`config.mk`:
```
export PLATFORM = sky130hd
export DESIGN_NAME = control_unit
export DESIGN_NICKNAME = d
export VERILOG_FILES = /design/src/verilog/cpu_ctrl_pkg.sv /design/src/verilog/ctrl_word_if.sv /design/src/verilog/control_encoder.sv /design/src/verilog/control_unit.sv /design/src/verilog/instr_decoder.sv /design/src/verilog/main_fsm.sv
export VERILOG_INCLUDE_DIRS = /design/src /design/src/include
export SDC_FILE = /design/constraint.sdc
export NUM_CORES = 1
export LEC_CHECK = 0
export BUFFER_PORTS_ARGS = -buffer_cell sky130_fd_sc_hd__buf_2
export CAP_MARGIN = 10
export CORE_MARGIN = 4
export CORE_UTILIZATION = 39
export DETAILED_ROUTE_END_ITERATION = 16
export PLACE_DENSITY = 0.74
export SYNTH_ARGS = -nofsm -noshare
export SYNTH_HDL_FRONTEND = slang
export SYNTH_SLANG_ARGS = --single-unit
```
`constraint.sdc`:
```
create_clock -name clk -period 1.46 [get_ports clk]
set_clock_uncertainty 0.15 [all_clocks]
set_input_delay 0.073 -clock clk [delete_from_list [all_inputs] [get_ports clk]]
set_output_delay 0.073 -clock clk [all_outputs]
set_load 0.02 [all_outputs]
```
`src/include/cpu_ctrl_defines.svh`:
```
`ifndef CPU_CTRL_DEFINES_SVH
`define CPU_CTRL_DEFINES_SVH

// Instruction field widths
`define OPCODE_W 6
`define FUNCT_W 6

// R-type opcode
`define R_OPCODE 6'h00

// Supported R-type funct codes
`define FUNCT_ADD 6'h20
`define FUNCT_SUB 6'h22
`define FUNCT_AND 6'h24

// Cycles that fetch0 is held while memory answers
`define MEM_WAIT_CYCLES 3

// Cycles an exception is held while the vector is read
`define EXC_WAIT_CYCLES 4

// Wait counter width, wide enough for both lengths
`define WAIT_CNT_W 3

`endif

```
`src/verilog/cpu_ctrl_pkg.sv`:
```
package cpu_ctrl_pkg;

    // Control FSM states
    typedef enum logic [2:0] {
        st_fetch0         = 3'd0,
        st_fetch1         = 3'd1,
        st_decode         = 3'd2,
        st_execute        = 3'd3,
        st_overflow_check = 3'd4,
        st_reg_write      = 3'd5,
        st_exc_wait       = 3'd6,
        st_exc_enter      = 3'd7
    } fsm_state_e;

    // Decoded instruction class
    typedef enum logic [1:0] {
        class_add     = 2'd0,
        class_sub     = 2'd1,
        class_and     = 2'd2,
        class_unknown = 2'd3
    } instr_class_e;

    // ALU operation select, as seen by the datapath
    typedef enum logic [2:0] {
        alu_none     = 3'b000,
        alu_pass_add = 3'b001,
        alu_and      = 3'b010,
        alu_sub      = 3'b011
    } alu_op_e;

    // Exception cause written next to EPC
    typedef enum logic [1:0] {
        exc_no_opcode = 2'b00,
        exc_overflow  = 2'b01
    } exc_cause_e;

endpackage

```
`src/verilog/ctrl_word_if.sv`:
```
interface ctrl_word_if
    import cpu_ctrl_pkg::*;
();

    logic       pc_write;
    logic       mem_wr;
    logic       ir_write;
    logic       a_write;
    logic       b_write;
    logic       alu_reg_write;
    logic       epc_write;
    logic       reg_write;
    logic [1:0] reg_dst;
    exc_cause_e except_cause;
    logic [1:0] alu_src_a;
    logic [2:0] iord;
    logic [2:0] alu_src_b;
    alu_op_e    alu_op;
    logic [2:0] pc_src;

    modport source (
        output pc_write, mem_wr, ir_write, a_write, b_write, alu_reg_write,
        output epc_write, reg_write, reg_dst, except_cause, alu_src_a,
        output iord, alu_src_b, alu_op, pc_src
    );

    modport sink (
        input pc_write, mem_wr, ir_write, a_write, b_write, alu_reg_write,
        input epc_write, reg_write, reg_dst, except_cause, alu_src_a,
        input iord, alu_src_b, alu_op, pc_src
    );

endinterface

```
`src/verilog/control_encoder.sv`:
```
module control_encoder
    import cpu_ctrl_pkg::*;
(
    input  fsm_state_e   state,
    input  instr_class_e alu_class,
    input  exc_cause_e   cause,
    ctrl_word_if.source  ctrl
);

    always_comb begin
        ctrl.pc_write      = 1'b0;
        ctrl.mem_wr        = 1'b0;
        ctrl.ir_write      = 1'b0;
        ctrl.a_write       = 1'b0;
        ctrl.b_write       = 1'b0;
        ctrl.alu_reg_write = 1'b0;
        ctrl.epc_write     = 1'b0;
        ctrl.reg_write     = 1'b0;
        ctrl.reg_dst       = 2'b00;
        ctrl.except_cause  = exc_no_opcode;
        ctrl.alu_src_a     = 2'b00;
        ctrl.iord          = 3'b000;
        ctrl.alu_src_b     = 3'b000;
        ctrl.alu_op        = alu_none;
        ctrl.pc_src        = 3'b000;

        case (state)
            st_fetch0: begin
                // PC + 4 computed while memory answers
                ctrl.alu_src_b = 3'b001;
                ctrl.alu_op    = alu_pass_add;
            end
            st_fetch1: begin
                ctrl.pc_write  = 1'b1;
                ctrl.ir_write  = 1'b1;
                ctrl.mem_wr    = 1'b1;
                ctrl.iord      = 3'b001;
                ctrl.alu_src_b = 3'b001;
                ctrl.alu_op    = alu_pass_add;
            end
            st_decode: begin
                ctrl.pc_write  = 1'b1;
                ctrl.ir_write  = 1'b1;
                ctrl.mem_wr    = 1'b1;
                ctrl.iord      = 3'b001;
                ctrl.a_write   = 1'b1;
                ctrl.b_write   = 1'b1;
                // Branch target offset on B input
                ctrl.alu_src_b = 3'b011;
                ctrl.alu_op    = alu_pass_add;
            end
            st_execute: begin
                ctrl.alu_src_a     = 2'b01;
                ctrl.alu_src_b     = 3'b000;
                ctrl.alu_reg_write = 1'b1;
                case (alu_class)
                    class_add: begin
                        ctrl.alu_op = alu_pass_add;
                    end
                    class_and: begin
                        ctrl.alu_op = alu_and;
                    end
                    class_sub: begin
                        ctrl.alu_op = alu_sub;
                    end
                    default: begin
                        ctrl.alu_op = alu_none;
                    end
                endcase
            end
            st_overflow_check: begin
                // Idle while the ALU flags settle
                ctrl.alu_op = alu_none;
            end
            st_reg_write: begin
                ctrl.reg_write = 1'b1;
                ctrl.reg_dst   = 2'b01;
            end
            st_exc_wait: begin
                ctrl.except_cause = cause;
                ctrl.iord         = 3'b010;
                ctrl.alu_src_b    = 3'b001;
                ctrl.alu_op       = alu_and;
            end
            st_exc_enter: begin
                ctrl.epc_write = 1'b1;
                ctrl.pc_write  = 1'b1;
                // Exception vector
                ctrl.pc_src    = 3'b011;
            end
            default: begin
                ctrl.alu_op = alu_none;
            end
        endcase
    end

endmodule

```
`src/verilog/control_unit.sv`:
```
`include "cpu_ctrl_defines.svh"

module control_unit
    import cpu_ctrl_pkg::*;
(
    input  logic                 clk,
    input  logic                 reset,
    input  logic [`OPCODE_W-1:0] opcode,
    input  logic [`FUNCT_W-1:0]  funct,
    input  logic                 ov,
    output logic                 pc_write,
    output logic                 mem_wr,
    output logic                 ir_write,
    output logic                 a_write,
    output logic                 b_write,
    output logic                 alu_reg_write,
    output logic                 epc_write,
    output logic                 reg_write,
    output logic [1:0]           reg_dst,
    output logic [1:0]           except_cause,
    output logic [1:0]           alu_src_a,
    output logic [2:0]           iord,
    output logic [2:0]           alu_src_b,
    output logic [2:0]           alu_op,
    output logic [2:0]           pc_src
);

    instr_class_e instr_class;
    fsm_state_e   state;
    instr_class_e alu_class;
    exc_cause_e   cause;

    ctrl_word_if ctrl_bus ();

    instr_decoder instr_decoder_inst (
        .opcode      (opcode),
        .funct       (funct),
        .instr_class (instr_class)
    );

    main_fsm main_fsm_inst (
        .clk         (clk),
        .reset       (reset),
        .instr_class (instr_class),
        .ov          (ov),
        .state       (state),
        .alu_class   (alu_class),
        .cause       (cause)
    );

    control_encoder control_encoder_inst (
        .state     (state),
        .alu_class (alu_class),
        .cause     (cause),
        .ctrl      (ctrl_bus.source)
    );

    // Break the control word out to plain ports
    assign pc_write      = ctrl_bus.pc_write;
    assign mem_wr        = ctrl_bus.mem_wr;
    assign ir_write      = ctrl_bus.ir_write;
    assign a_write       = ctrl_bus.a_write;
    assign b_write       = ctrl_bus.b_write;
    assign alu_reg_write = ctrl_bus.alu_reg_write;
    assign epc_write     = ctrl_bus.epc_write;
    assign reg_write     = ctrl_bus.reg_write;
    assign reg_dst       = ctrl_bus.reg_dst;
    assign except_cause  = ctrl_bus.except_cause;
    assign alu_src_a     = ctrl_bus.alu_src_a;
    assign iord          = ctrl_bus.iord;
    assign alu_src_b     = ctrl_bus.alu_src_b;
    assign alu_op        = ctrl_bus.alu_op;
    assign pc_src        = ctrl_bus.pc_src;

endmodule

```
`src/verilog/instr_decoder.sv`:
```
`include "cpu_ctrl_defines.svh"

module instr_decoder
    import cpu_ctrl_pkg::*;
(
    input  logic [`OPCODE_W-1:0] opcode,
    input  logic [`FUNCT_W-1:0]  funct,
    output instr_class_e         instr_class
);

    always_comb begin
        instr_class = class_unknown;
        case (opcode)
            `R_OPCODE: begin
                // Only three R-type ops are sequenced
                case (funct)
                    `FUNCT_ADD: begin
                        instr_class = class_add;
                    end
                    `FUNCT_SUB: begin
                        instr_class = class_sub;
                    end
                    `FUNCT_AND: begin
                        instr_class = class_and;
                    end
                    default: begin
                        instr_class = class_unknown;
                    end
                endcase
            end
            // I-type and J-type fall through to the no-opcode exception
            default: begin
                instr_class = class_unknown;
            end
        endcase
    end

endmodule

```
`src/verilog/main_fsm.sv`:
```
`include "cpu_ctrl_defines.svh"

module main_fsm
    import cpu_ctrl_pkg::*;
(
    input  logic         clk,
    input  logic         reset,
    input  instr_class_e instr_class,
    input  logic         ov,
    output fsm_state_e   state,
    output instr_class_e alu_class,
    output exc_cause_e   cause
);

    localparam logic [`WAIT_CNT_W-1:0] MEM_LAST = `WAIT_CNT_W'(`MEM_WAIT_CYCLES - 1);
    localparam logic [`WAIT_CNT_W-1:0] EXC_LAST = `WAIT_CNT_W'(`EXC_WAIT_CYCLES - 1);

    fsm_state_e            state_next;
    exc_cause_e            entry_cause;
    logic [`WAIT_CNT_W-1:0] wait_cnt;

    always_comb begin
        state_next  = state;
        entry_cause = exc_no_opcode;
        case (state)
            st_fetch0: begin
                if (wait_cnt == MEM_LAST) begin
                    state_next = st_fetch1;
                end
            end
            st_fetch1: begin
                state_next = st_decode;
            end
            st_decode: begin
                // Opcode and funct are valid at the end of decode
                if (instr_class == class_unknown) begin
                    state_next  = st_exc_wait;
                    entry_cause = exc_no_opcode;
                end else begin
                    state_next = st_execute;
                end
            end
            st_execute: begin
                state_next = st_overflow_check;
            end
            st_overflow_check: begin
                if (ov) begin
                    state_next  = st_exc_wait;
                    entry_cause = exc_overflow;
                end else begin
                    state_next = st_reg_write;
                end
            end
            st_reg_write: begin
                state_next = st_fetch0;
            end
            st_exc_wait: begin
                if (wait_cnt == EXC_LAST) begin
                    state_next = st_exc_enter;
                end
            end
            st_exc_enter: begin
                state_next = st_fetch0;
            end
            default: begin
                state_next = st_fetch0;
            end
        endcase
    end

    always_ff @(posedge clk) begin
        if (reset) begin
            state    <= st_fetch0;
            wait_cnt <= '0;
        end else begin
            state <= state_next;
            // Counter only runs while a state is held
            if (state_next != state) begin
                wait_cnt <= '0;
            end else begin
                wait_cnt <= wait_cnt + 1'b1;
            end
        end
    end

    // Instruction class and exception cause
    always_ff @(posedge clk) begin
        if (state == st_decode) begin
            alu_class <= instr_class;
        end
        if (state_next == st_exc_wait && state != st_exc_wait) begin
            cause <= entry_cause;
        end
    end

    a_wait_cnt_bound: assert property (@(posedge clk) disable iff (reset)
        (state == st_fetch0)   ? (wait_cnt < `WAIT_CNT_W'(`MEM_WAIT_CYCLES)) :
        (state == st_exc_wait) ? (wait_cnt < `WAIT_CNT_W'(`EXC_WAIT_CYCLES)) :
                                 (wait_cnt == '0))
        else $error("wait counter out of range in state %s", state.name());

endmodule
```
==> results of run 1 <==
-- cells by family after synthesis --
logic type	count (synthesis)
DFF	9
adders and majority gates	6
other	1
xor gates and xnor gates	1
AOI/OAI and AO/OA	14
and+or+nand+nor	32
buffers and inverters	21
-- worst max-delay path: cells and delay by family, from the launching register on --
family	cells	cell delay (ns)
and+or+nand+nor	2	0.38
buffers and inverters	2	0.30
DFF	1	0.37
-- worst paths after layout --
path	to	slack (ns)	depth (start not counted)
worst max-delay path	pc_write	-0.09	4
worst min-delay path	main_fsm_inst.state[0]	-0.004	4
worst max register to register	main_fsm_inst.wait_cnt[1]	0.03	5
worst min register to register	main_fsm_inst.wait_cnt[0]	0.35	2
-- metrics by stage --
step	power [W]	instance area [µm²]	setup slack [ns]	hold WS, ns
2_1_floorplan	0.00125	783	0.0291	-0.00793
3_3_place_gp	0.00146	892	0.0726	0.120
3_5_place_dp	0.00150	892	0.0250	0.139
4_1_cts	0.00178	983	-0.100	0.00215
5_1_grt	0.00226	1110	-0.204	0.0115
6_report	0.00212	1110	-0.0875	-0.00443
-- layer usage --
layer  track usage (%)  up-vias  routed length, µm
li1                  -      341                  -
met1              13.4      320                577
met2              24.1       30               1030
met3              3.44        5                122
met4              11.8        0                 69
met5                 0        -                  0
-- flip-flops by register name (all words and copies together), names as in the netlist --
register / flops
main_fsm_inst.cause: 1
main_fsm_inst.alu_class: 2
main_fsm_inst.wait_cnt: 3
main_fsm_inst.state: 3
-- cell usage after synthesis (2+ instances only) --
master / instances
sky130_fd_sc_hd__a21oi_1: 3
sky130_fd_sc_hd__and2_1: 3
sky130_fd_sc_hd__and3b_1: 2
sky130_fd_sc_hd__buf_4: 16
sky130_fd_sc_hd__dfxtp_1: 6
sky130_fd_sc_hd__edfxtp_1: 3
sky130_fd_sc_hd__ha_1: 6
sky130_fd_sc_hd__inv_1: 4
sky130_fd_sc_hd__nand2_1: 4
sky130_fd_sc_hd__nor2_1: 6
sky130_fd_sc_hd__nor2b_1: 4
sky130_fd_sc_hd__nor3_1: 3
sky130_fd_sc_hd__or2_1: 2
sky130_fd_sc_hd__or2_2: 2
-- placed cells by master (no fill, tap or decap), types with 2 or more instances in the layout --
cell / count
sky130_fd_sc_hd__nor2_4: 2
sky130_fd_sc_hd__or2_2: 2
sky130_fd_sc_hd__clkbuf_4: 3
sky130_fd_sc_hd__nand2_1: 3
sky130_fd_sc_hd__dlygate4sd3_1: 3
sky130_fd_sc_hd__nor2_1: 4
sky130_fd_sc_hd__buf_2: 26
sky130_fd_sc_hd__nor2b_4: 2
sky130_fd_sc_hd__inv_1: 4
sky130_fd_sc_hd__buf_6: 4
sky130_fd_sc_hd__nor2b_1: 2
sky130_fd_sc_hd__a21oi_1: 3
sky130_fd_sc_hd__dfxtp_4: 2
sky130_fd_sc_hd__or2_1: 2
sky130_fd_sc_hd__and3b_1: 2
sky130_fd_sc_hd__ha_2: 2
sky130_fd_sc_hd__conb_1: 7
sky130_fd_sc_hd__dfxtp_2: 3
sky130_fd_sc_hd__and2_1: 2
sky130_fd_sc_hd__edfxtp_1: 3
sky130_fd_sc_hd__buf_4: 11
sky130_fd_sc_hd__nor3_2: 2
sky130_fd_sc_hd__ha_1: 4
-- power groups by stage --
stage / registers [W] / clock network [W] / logic (W)
3_5_place_dp: 0.000430 / 0 / 0.00107
6_report: 0.000482 / 0.000196 / 0.00144
3_3_place_gp: 0.000420 / 0 / 0.00104
2_1_floorplan: 0.000402 / 0 / 0.000844
4_1_cts: 0.000447 / 0.000202 / 0.00113
5_1_grt: 0.000495 / 0.000214 / 0.00155
-- final cells by class --
type | count | area (µm²) | area share, %
Multi-Input combinational cell | 60 | 513 | 46.0
Sequential cell | 9 | 221 | 19.9
Inverter | 4 | 15.0 | 1.35
Tap cell | 25 | 31.3 | 2.81
Clock buffer | 4 | 26.3 | 2.36
Timing Repair Buffer | 45 | 308 | 27.6
-- repair_timing --
item,4_1_cts,5_1_grt
cloned,0,0
hold buffers,3,0
setup buffers,0,4
pin swaps,3,5
endpoints found under the hold margin,4,0
setup endpoints to repair,14,14
resized for setup,13,25
==> summary.md, run 1 <==
The post-DP HPWL came out at 1290 µm. The count of cells in the finished layout, fillers not included, comes to 147. The share of Yosys cell area claimed by the top area cell type works out to 15.9%.

After the first detailed-routing iteration, the DRC count stood at 8. The remaining design rule violation count came out at 0. The post-route minimum period is 1.55 ns.

The first global-routing pass estimated 2630 µm of wire. The run gives 0.27 ns as the insertion delay of the later-clocked pin in the worst-skew pair. The signal on the critical path passes through buf_4 -> and3_4 -> or2_1 -> buf_2. The number of distinct library cells after synthesis came out at 34. The synthesized area is 753 µm². After Yosys synthesis, and, or, nand and nor cells account for 28.6% of the synthesized area. The synthesized area divided by synthesized cell count was 8.97 µm²; the number of rows in the core area was 15.

The worst hold path begins at opcode[4]. The logs give 27.9% for the proportion of synthesized chip area in sequential cells and 1780 µm² for the core outline area. The Yosys step of the flow raised 0 warnings. The worst setup path is launched from a flip-flop. The CTS clock-pin slew for the worst setup and hold paths was 0.06 ns; the area enclosed by the die boundary was 2700 µm². The final antenna diode count is 0, and the combinational fraction of design power is 68.0%. For this run, the slowest stage of the critical path takes 0.37 ns. The most used flip-flop cell after synthesis is sky130_fd_sc_hd__dfxtp_1. The final layout contains routed wiring with a total length of 1800 µm. The logs give 9.3% for the share of total power in the clock network and 163 for the total of fill cells in the finished design. After detailed routing, the average wire length per cell comes to 12.3 µm.

The hold violation total from the final report was 1; the count of flip-flops with a built-in enable after synthesis was 3. The cell at the root of the clock tree was sky130_fd_sc_hd__clkbuf_4. The required time of the worst setup path was 1.24 ns; the CTS buffer count was 3. The run finished, with violations left.

For this configuration, the core starts out at a cell density of 42.2%. The power density relative to cell area is 1900 nW/µm². Setup repair after global routing could not meet its margin everywhere.

Global routing finished with a remaining overflow of 0. Including well taps, the total number of placed cells is 136. The share of total power in sequential cells is 22.8%, and the number of sinks handled by clock tree synthesis is 9. The cell-internal power is 0.00115 W, and the number of global-route vias before repair is 604. The worst setup path is captured at a primary output. The startpoint of the worst register-to-register path was main_fsm_inst.wait_cnt[0]. 41 I/O pins were placed. Combinational family with the most area after synthesis: simple AND/OR/NAND/NOR gates. The final worst hold slack was -0.00443 ns. The synthesized design spends more area on one cell type than any other, namely sky130_fd_sc_hd__dfxtp_1. The synthesized netlist devotes 9.97% of its cell area to adder and majority cells. The remaining antenna violation count after routing is 0, and the area share of xor/xnor cells in the synthesized design is 1.16%.

Area fraction in compound gates after synthesis: 13.3%. The synthesized design contains 9 register bits. Of all nets on the critical path, the largest fanout is 6.

The routed via count was 696; the final RePlAce weighted congestion was 0.720. The die height is 51.9 µm. For the count of final max-slew check failures, the log shows 0. VDD sags by at most 0.00111 V. The final setup violation count is 3. Power dissipated by switching net loads: 0.000966 W. For the deepest clock path buffer count, the log shows 2. The share of synthesized area spent on multiplexers was 0%.

The checks that failed: negative hold slack, negative setup slack. The arrival time at the worst endpoint came out at 1.32 ns. Ranked by total cell area, the synthesized netlist is headed by sky130_fd_sc_hd__dfxtp_1 (16%), sky130_fd_sc_hd__buf_4 (16%), sky130_fd_sc_hd__edfxtp_1 (12%), sky130_fd_sc_hd__ha_1 (10%), sky130_fd_sc_hd__nor2b_1 (3.3%). Global routing used 13.8% of the available tracks across all layers. Start point of the critical path: main_fsm_inst.state[2].

For the depth of the CTS H-tree, the log shows 1. Post-route core utilization: 62.5%. The initial antenna violation count is 0. The worst setup path is of the flip-flop to primary output kind. Net switching is 45.6% of the power. After layout, the worst path uses 106% of the clock period. Adding up every negative setup slack in the final design gives -0.223 ns. The static leakage power is 0.563 nW. The worst hold-check path type was input port to flip-flop. The area growth from synthesis to layout is 48.0%.

The number of vias per cell after detailed routing works out to 4.73. The count of input and output buffers works out to 33. Across the run, the number of max-cap violations was 0.

Among all stages on the critical path, the largest delay is contributed by sky130_fd_sc_hd__dfxtp_4. The top achievable clock speed is 0.646 GHz, and the pin count of the biggest net entering global routing is 10. After the last flow step, the layout net total stands at 144. TritonCTS built the clock tree. In the synthesized netlist, the number of instances is 84. The final worst slack is -0.0875 ns, and the fraction of final layout cells with drive strength greater than 1 is 59.0%.

The async set or reset register ratio after synthesis is 0%, and the horizontal die dimension is 51.9 µm. The run gives 4 as the iteration count of the initial detailed-routing pass.
Note: power is estimated with default switching activity, not from simulation.
==> run 2, diff against run 1 <==
--- a/config.mk
+++ b/config.mk
@@ -11,7 +11,9 @@
 export CORE_MARGIN = 4
 export CORE_UTILIZATION = 39
 export DETAILED_ROUTE_END_ITERATION = 16
+export GPL_ROUTABILITY_DRIVEN = 0
 export PLACE_DENSITY = 0.74
+export REMOVE_ABC_BUFFERS = 1
 export SYNTH_ARGS = -nofsm -noshare
 export SYNTH_HDL_FRONTEND = slang
 export SYNTH_SLANG_ARGS = --single-unit
==> run 2 against run 1 <==
Compared with the run above:
- the run ends with negative setup slack left
- register-to-register slack better by 0.07 ns
- routed wire length shrank 1.8%
- final area fell by 0.67%
- global-route usage decreased by 1.4 points
- final cell count fell by 0.68%
- combinational power is essentially flat
- via count is 0.72% lower
- clock power about the same
- critical path type unchanged
- highest routed layer unchanged
==> summary.md, run 2 (synthesis gave the netlist of run 1 again) <==
The flow ran to the end, but the final reports show violations. The checks that failed: negative setup slack. The fraction of final layout cells with drive strength greater than 1 was 56.2% (-2.8 points); the final worst slack was -0.156 ns (-0.0681 ns). The total power draw came out at 0.00209 W (-1.1%). TritonCTS built the clock tree. The area enclosed by the die boundary was 2700 µm² (unchanged); the final setup violation count was 3 (unchanged). The detailed-route wire length per cell came out at 12.1 µm (-1.2%). The number of vias per cell after detailed routing is 4.73 (about the same), and the first-pass GRT wire length is 2440 µm (-7.3%). The initial antenna violation count is 0 (unchanged), and the CTS clock-pin slew for the worst setup and hold paths is 0.07 ns (about the same).

The largest registers in the layout are main_fsm_inst.state: 3 flops, main_fsm_inst.wait_cnt: 3 flops, main_fsm_inst.alu_class: 2 flops. For the number of rows in the core area, the log shows 15 (unchanged). The path class of the tightest hold or removal check is input port to flip-flop. The run gives 0 (unchanged) as the number of max-cap violations. The cell sitting at the root of the clock tree is a sky130_fd_sc_hd__clkbuf_4. Power density relative to cell area: 1890 nW/µm² (-0.48%).

The post-route minimum period works out to 1.62 ns (+0.0680 ns). The maximum net fanout on the critical path was 3 (-3); the die height was 51.9 µm (unchanged). The tools report the total of fill cells in the finished design as 130 (-20%). The total routing resource utilization after global routing was 12.4% (-1.4 points). The total negative slack was -0.241 ns (-0.0177 ns); the arrival time at the worst endpoint was 1.39 ns (+0.07 ns). The tools report the insertion delay of the later-clocked pin in the worst-skew pair as 0.26 ns (about the same). The logs give 1 (unchanged) for the depth of the CTS H-tree and 4 (unchanged) for the iteration count of the initial detailed-routing pass. The run gives 0.547 nW (-3.0%) as the static leakage power.

The worst vdd rail ir drop was 0.00102 V (-8.9%); the number of nets in the layout was 143 (-0.69%). The top achievable clock speed is 0.619 GHz (-4.2%). The number of design-rule violations left by the first detailed-router iteration is 5 (-3), and the number of global-route vias before repair is 595 (-1.5%). For the wire length reported by the detailed router, the log shows 1770 µm (-1.8%). In the layout the commonest cells are sky130_fd_sc_hd__buf_2 (27), sky130_fd_sc_hd__buf_6 (8), sky130_fd_sc_hd__conb_1 (7). The required time of the worst setup path was 1.24 ns (about the same). The tools report the type of element launching the critical path as a flip-flop.

Setup repair after global routing could not meet its margin everywhere. The count of final max-slew check failures is 0 (unchanged). The run gives 0 (unchanged) as the remaining antenna violation count after routing. The area occupied by registers came out at 220 µm² (-0.56%). The routed via count is 691 (-0.72%).

The most common library cell in the layout ignoring fill and taps was sky130_fd_sc_hd__buf_2. The effective utilization at floorplan came out at 42.2% (unchanged). The number of hold buffers added after CTS was 3 (unchanged); the pin count of the biggest net entering global routing was 12 (+2). Remaining design rule violation count: 0 (unchanged). Synthesis-to-layout area growth: 47.0%. Post-route core utilization: 62.1% (-0.42 points). The category of the most critical setup path was flip-flop to primary output. The tools report the element type at the critical path end as a primary output. The post-placement setup slack was 0.00778 ns (-0.0173 ns). The CTS buffer count came out at 3 (unchanged).

The post-DP HPWL came out at 1210 µm (-6.5%). The count of input and output buffers is 33 (unchanged), and the hold violation total from the final report is 0 (-1). The total area of multi-input combinational cells came out at 507 µm² (-1.2%). The core outline area is 1780 µm² (unchanged). The tools report the total congestion overflow after global routing as 0 (unchanged). Final antenna diode count: 0 (unchanged). The deepest clock path buffer count is 2 (unchanged). The number of sinks handled by clock tree synthesis is 9 (unchanged), and the share of the clock period used by the worst path is 111% (+4.7 points). The top-level I/O count was 41 (unchanged); the horizontal die dimension was 51.9 µm (unchanged).
[run 2: changes by cell type in the layout (fill, tap and decap cells not counted), sizes merged]
| cell | before | now |
|---|---|---|
| buf | 42 | 41 |
[run 2: final timing paths]
check	startpoint	endpoint	slack, ns	cells past startpoint
min reg2reg	main_fsm_inst.wait_cnt[0]	main_fsm_inst.wait_cnt[0]	0.27	1
max reg2reg	main_fsm_inst.state[1]	main_fsm_inst.alu_class[0]	0.10	4
max	main_fsm_inst.alu_class[0]	alu_op[0]	-0.16	4
min	opcode[4]	main_fsm_inst.state[0]	0.007	4
[run 2: per-stage QoR]
stage | cell area (µm²) | hold WS (ns) | instances
floorplan | 651 | -0.00793 | 73
global placement | 885 | 0.110 | 136
detailed placement | 885 | 0.115 | 136
CTS | 985 | 0.00477 | 143
global route | 1110 | 0.00402 | 146
finish | 1110 | 0.00722 | 146
[run 2: layout make-up]
type                    instances  share of cell area [%]
clock buffers                   4                    2.37
inverters                       4                    1.36
multi-input cells              60                    45.8
flip-flops and latches          9                    19.9
well taps                      25                    2.82
repair buffers                 44                    27.8
[run 2: repair_timing]
item	in CTS	in global routing
endpoints found under the hold margin	5	1
endpoints found under the setup margin	11	15
pin swaps	2	4
gates cloned	0	0
buffers inserted	0	3
gates resized for setup	15	25
[run 2: metal layers]
layer / vias up / global-route usage [%] / part of all wire (%)
met5: - / 0 / 0
met4: 0 / 7.86 / 1.3
met3: 2 / 2.58 / 5.9
met2: 26 / 25.1 / 59
met1: 320 / 10.4 / 34
li1: 343 / - / -
[run 2: where the power goes]
part	switching, W	total (W)	internal [W]
sequential	0.000115	0.000483	0.000368
clock	0.0000902	0.000196	0.000105
combinational	0.000732	0.00141	0.000683
[run 2: worst max-delay path, stage by stage, from the launching register on]
cell and delay (ns):
sky130_fd_sc_hd__edfxtp_1 0.42, sky130_fd_sc_hd__ha_2 0.20, sky130_fd_sc_hd__o21bai_4 0.16, sky130_fd_sc_hd__a31oi_1 0.17
sky130_fd_sc_hd__buf_2 0.19
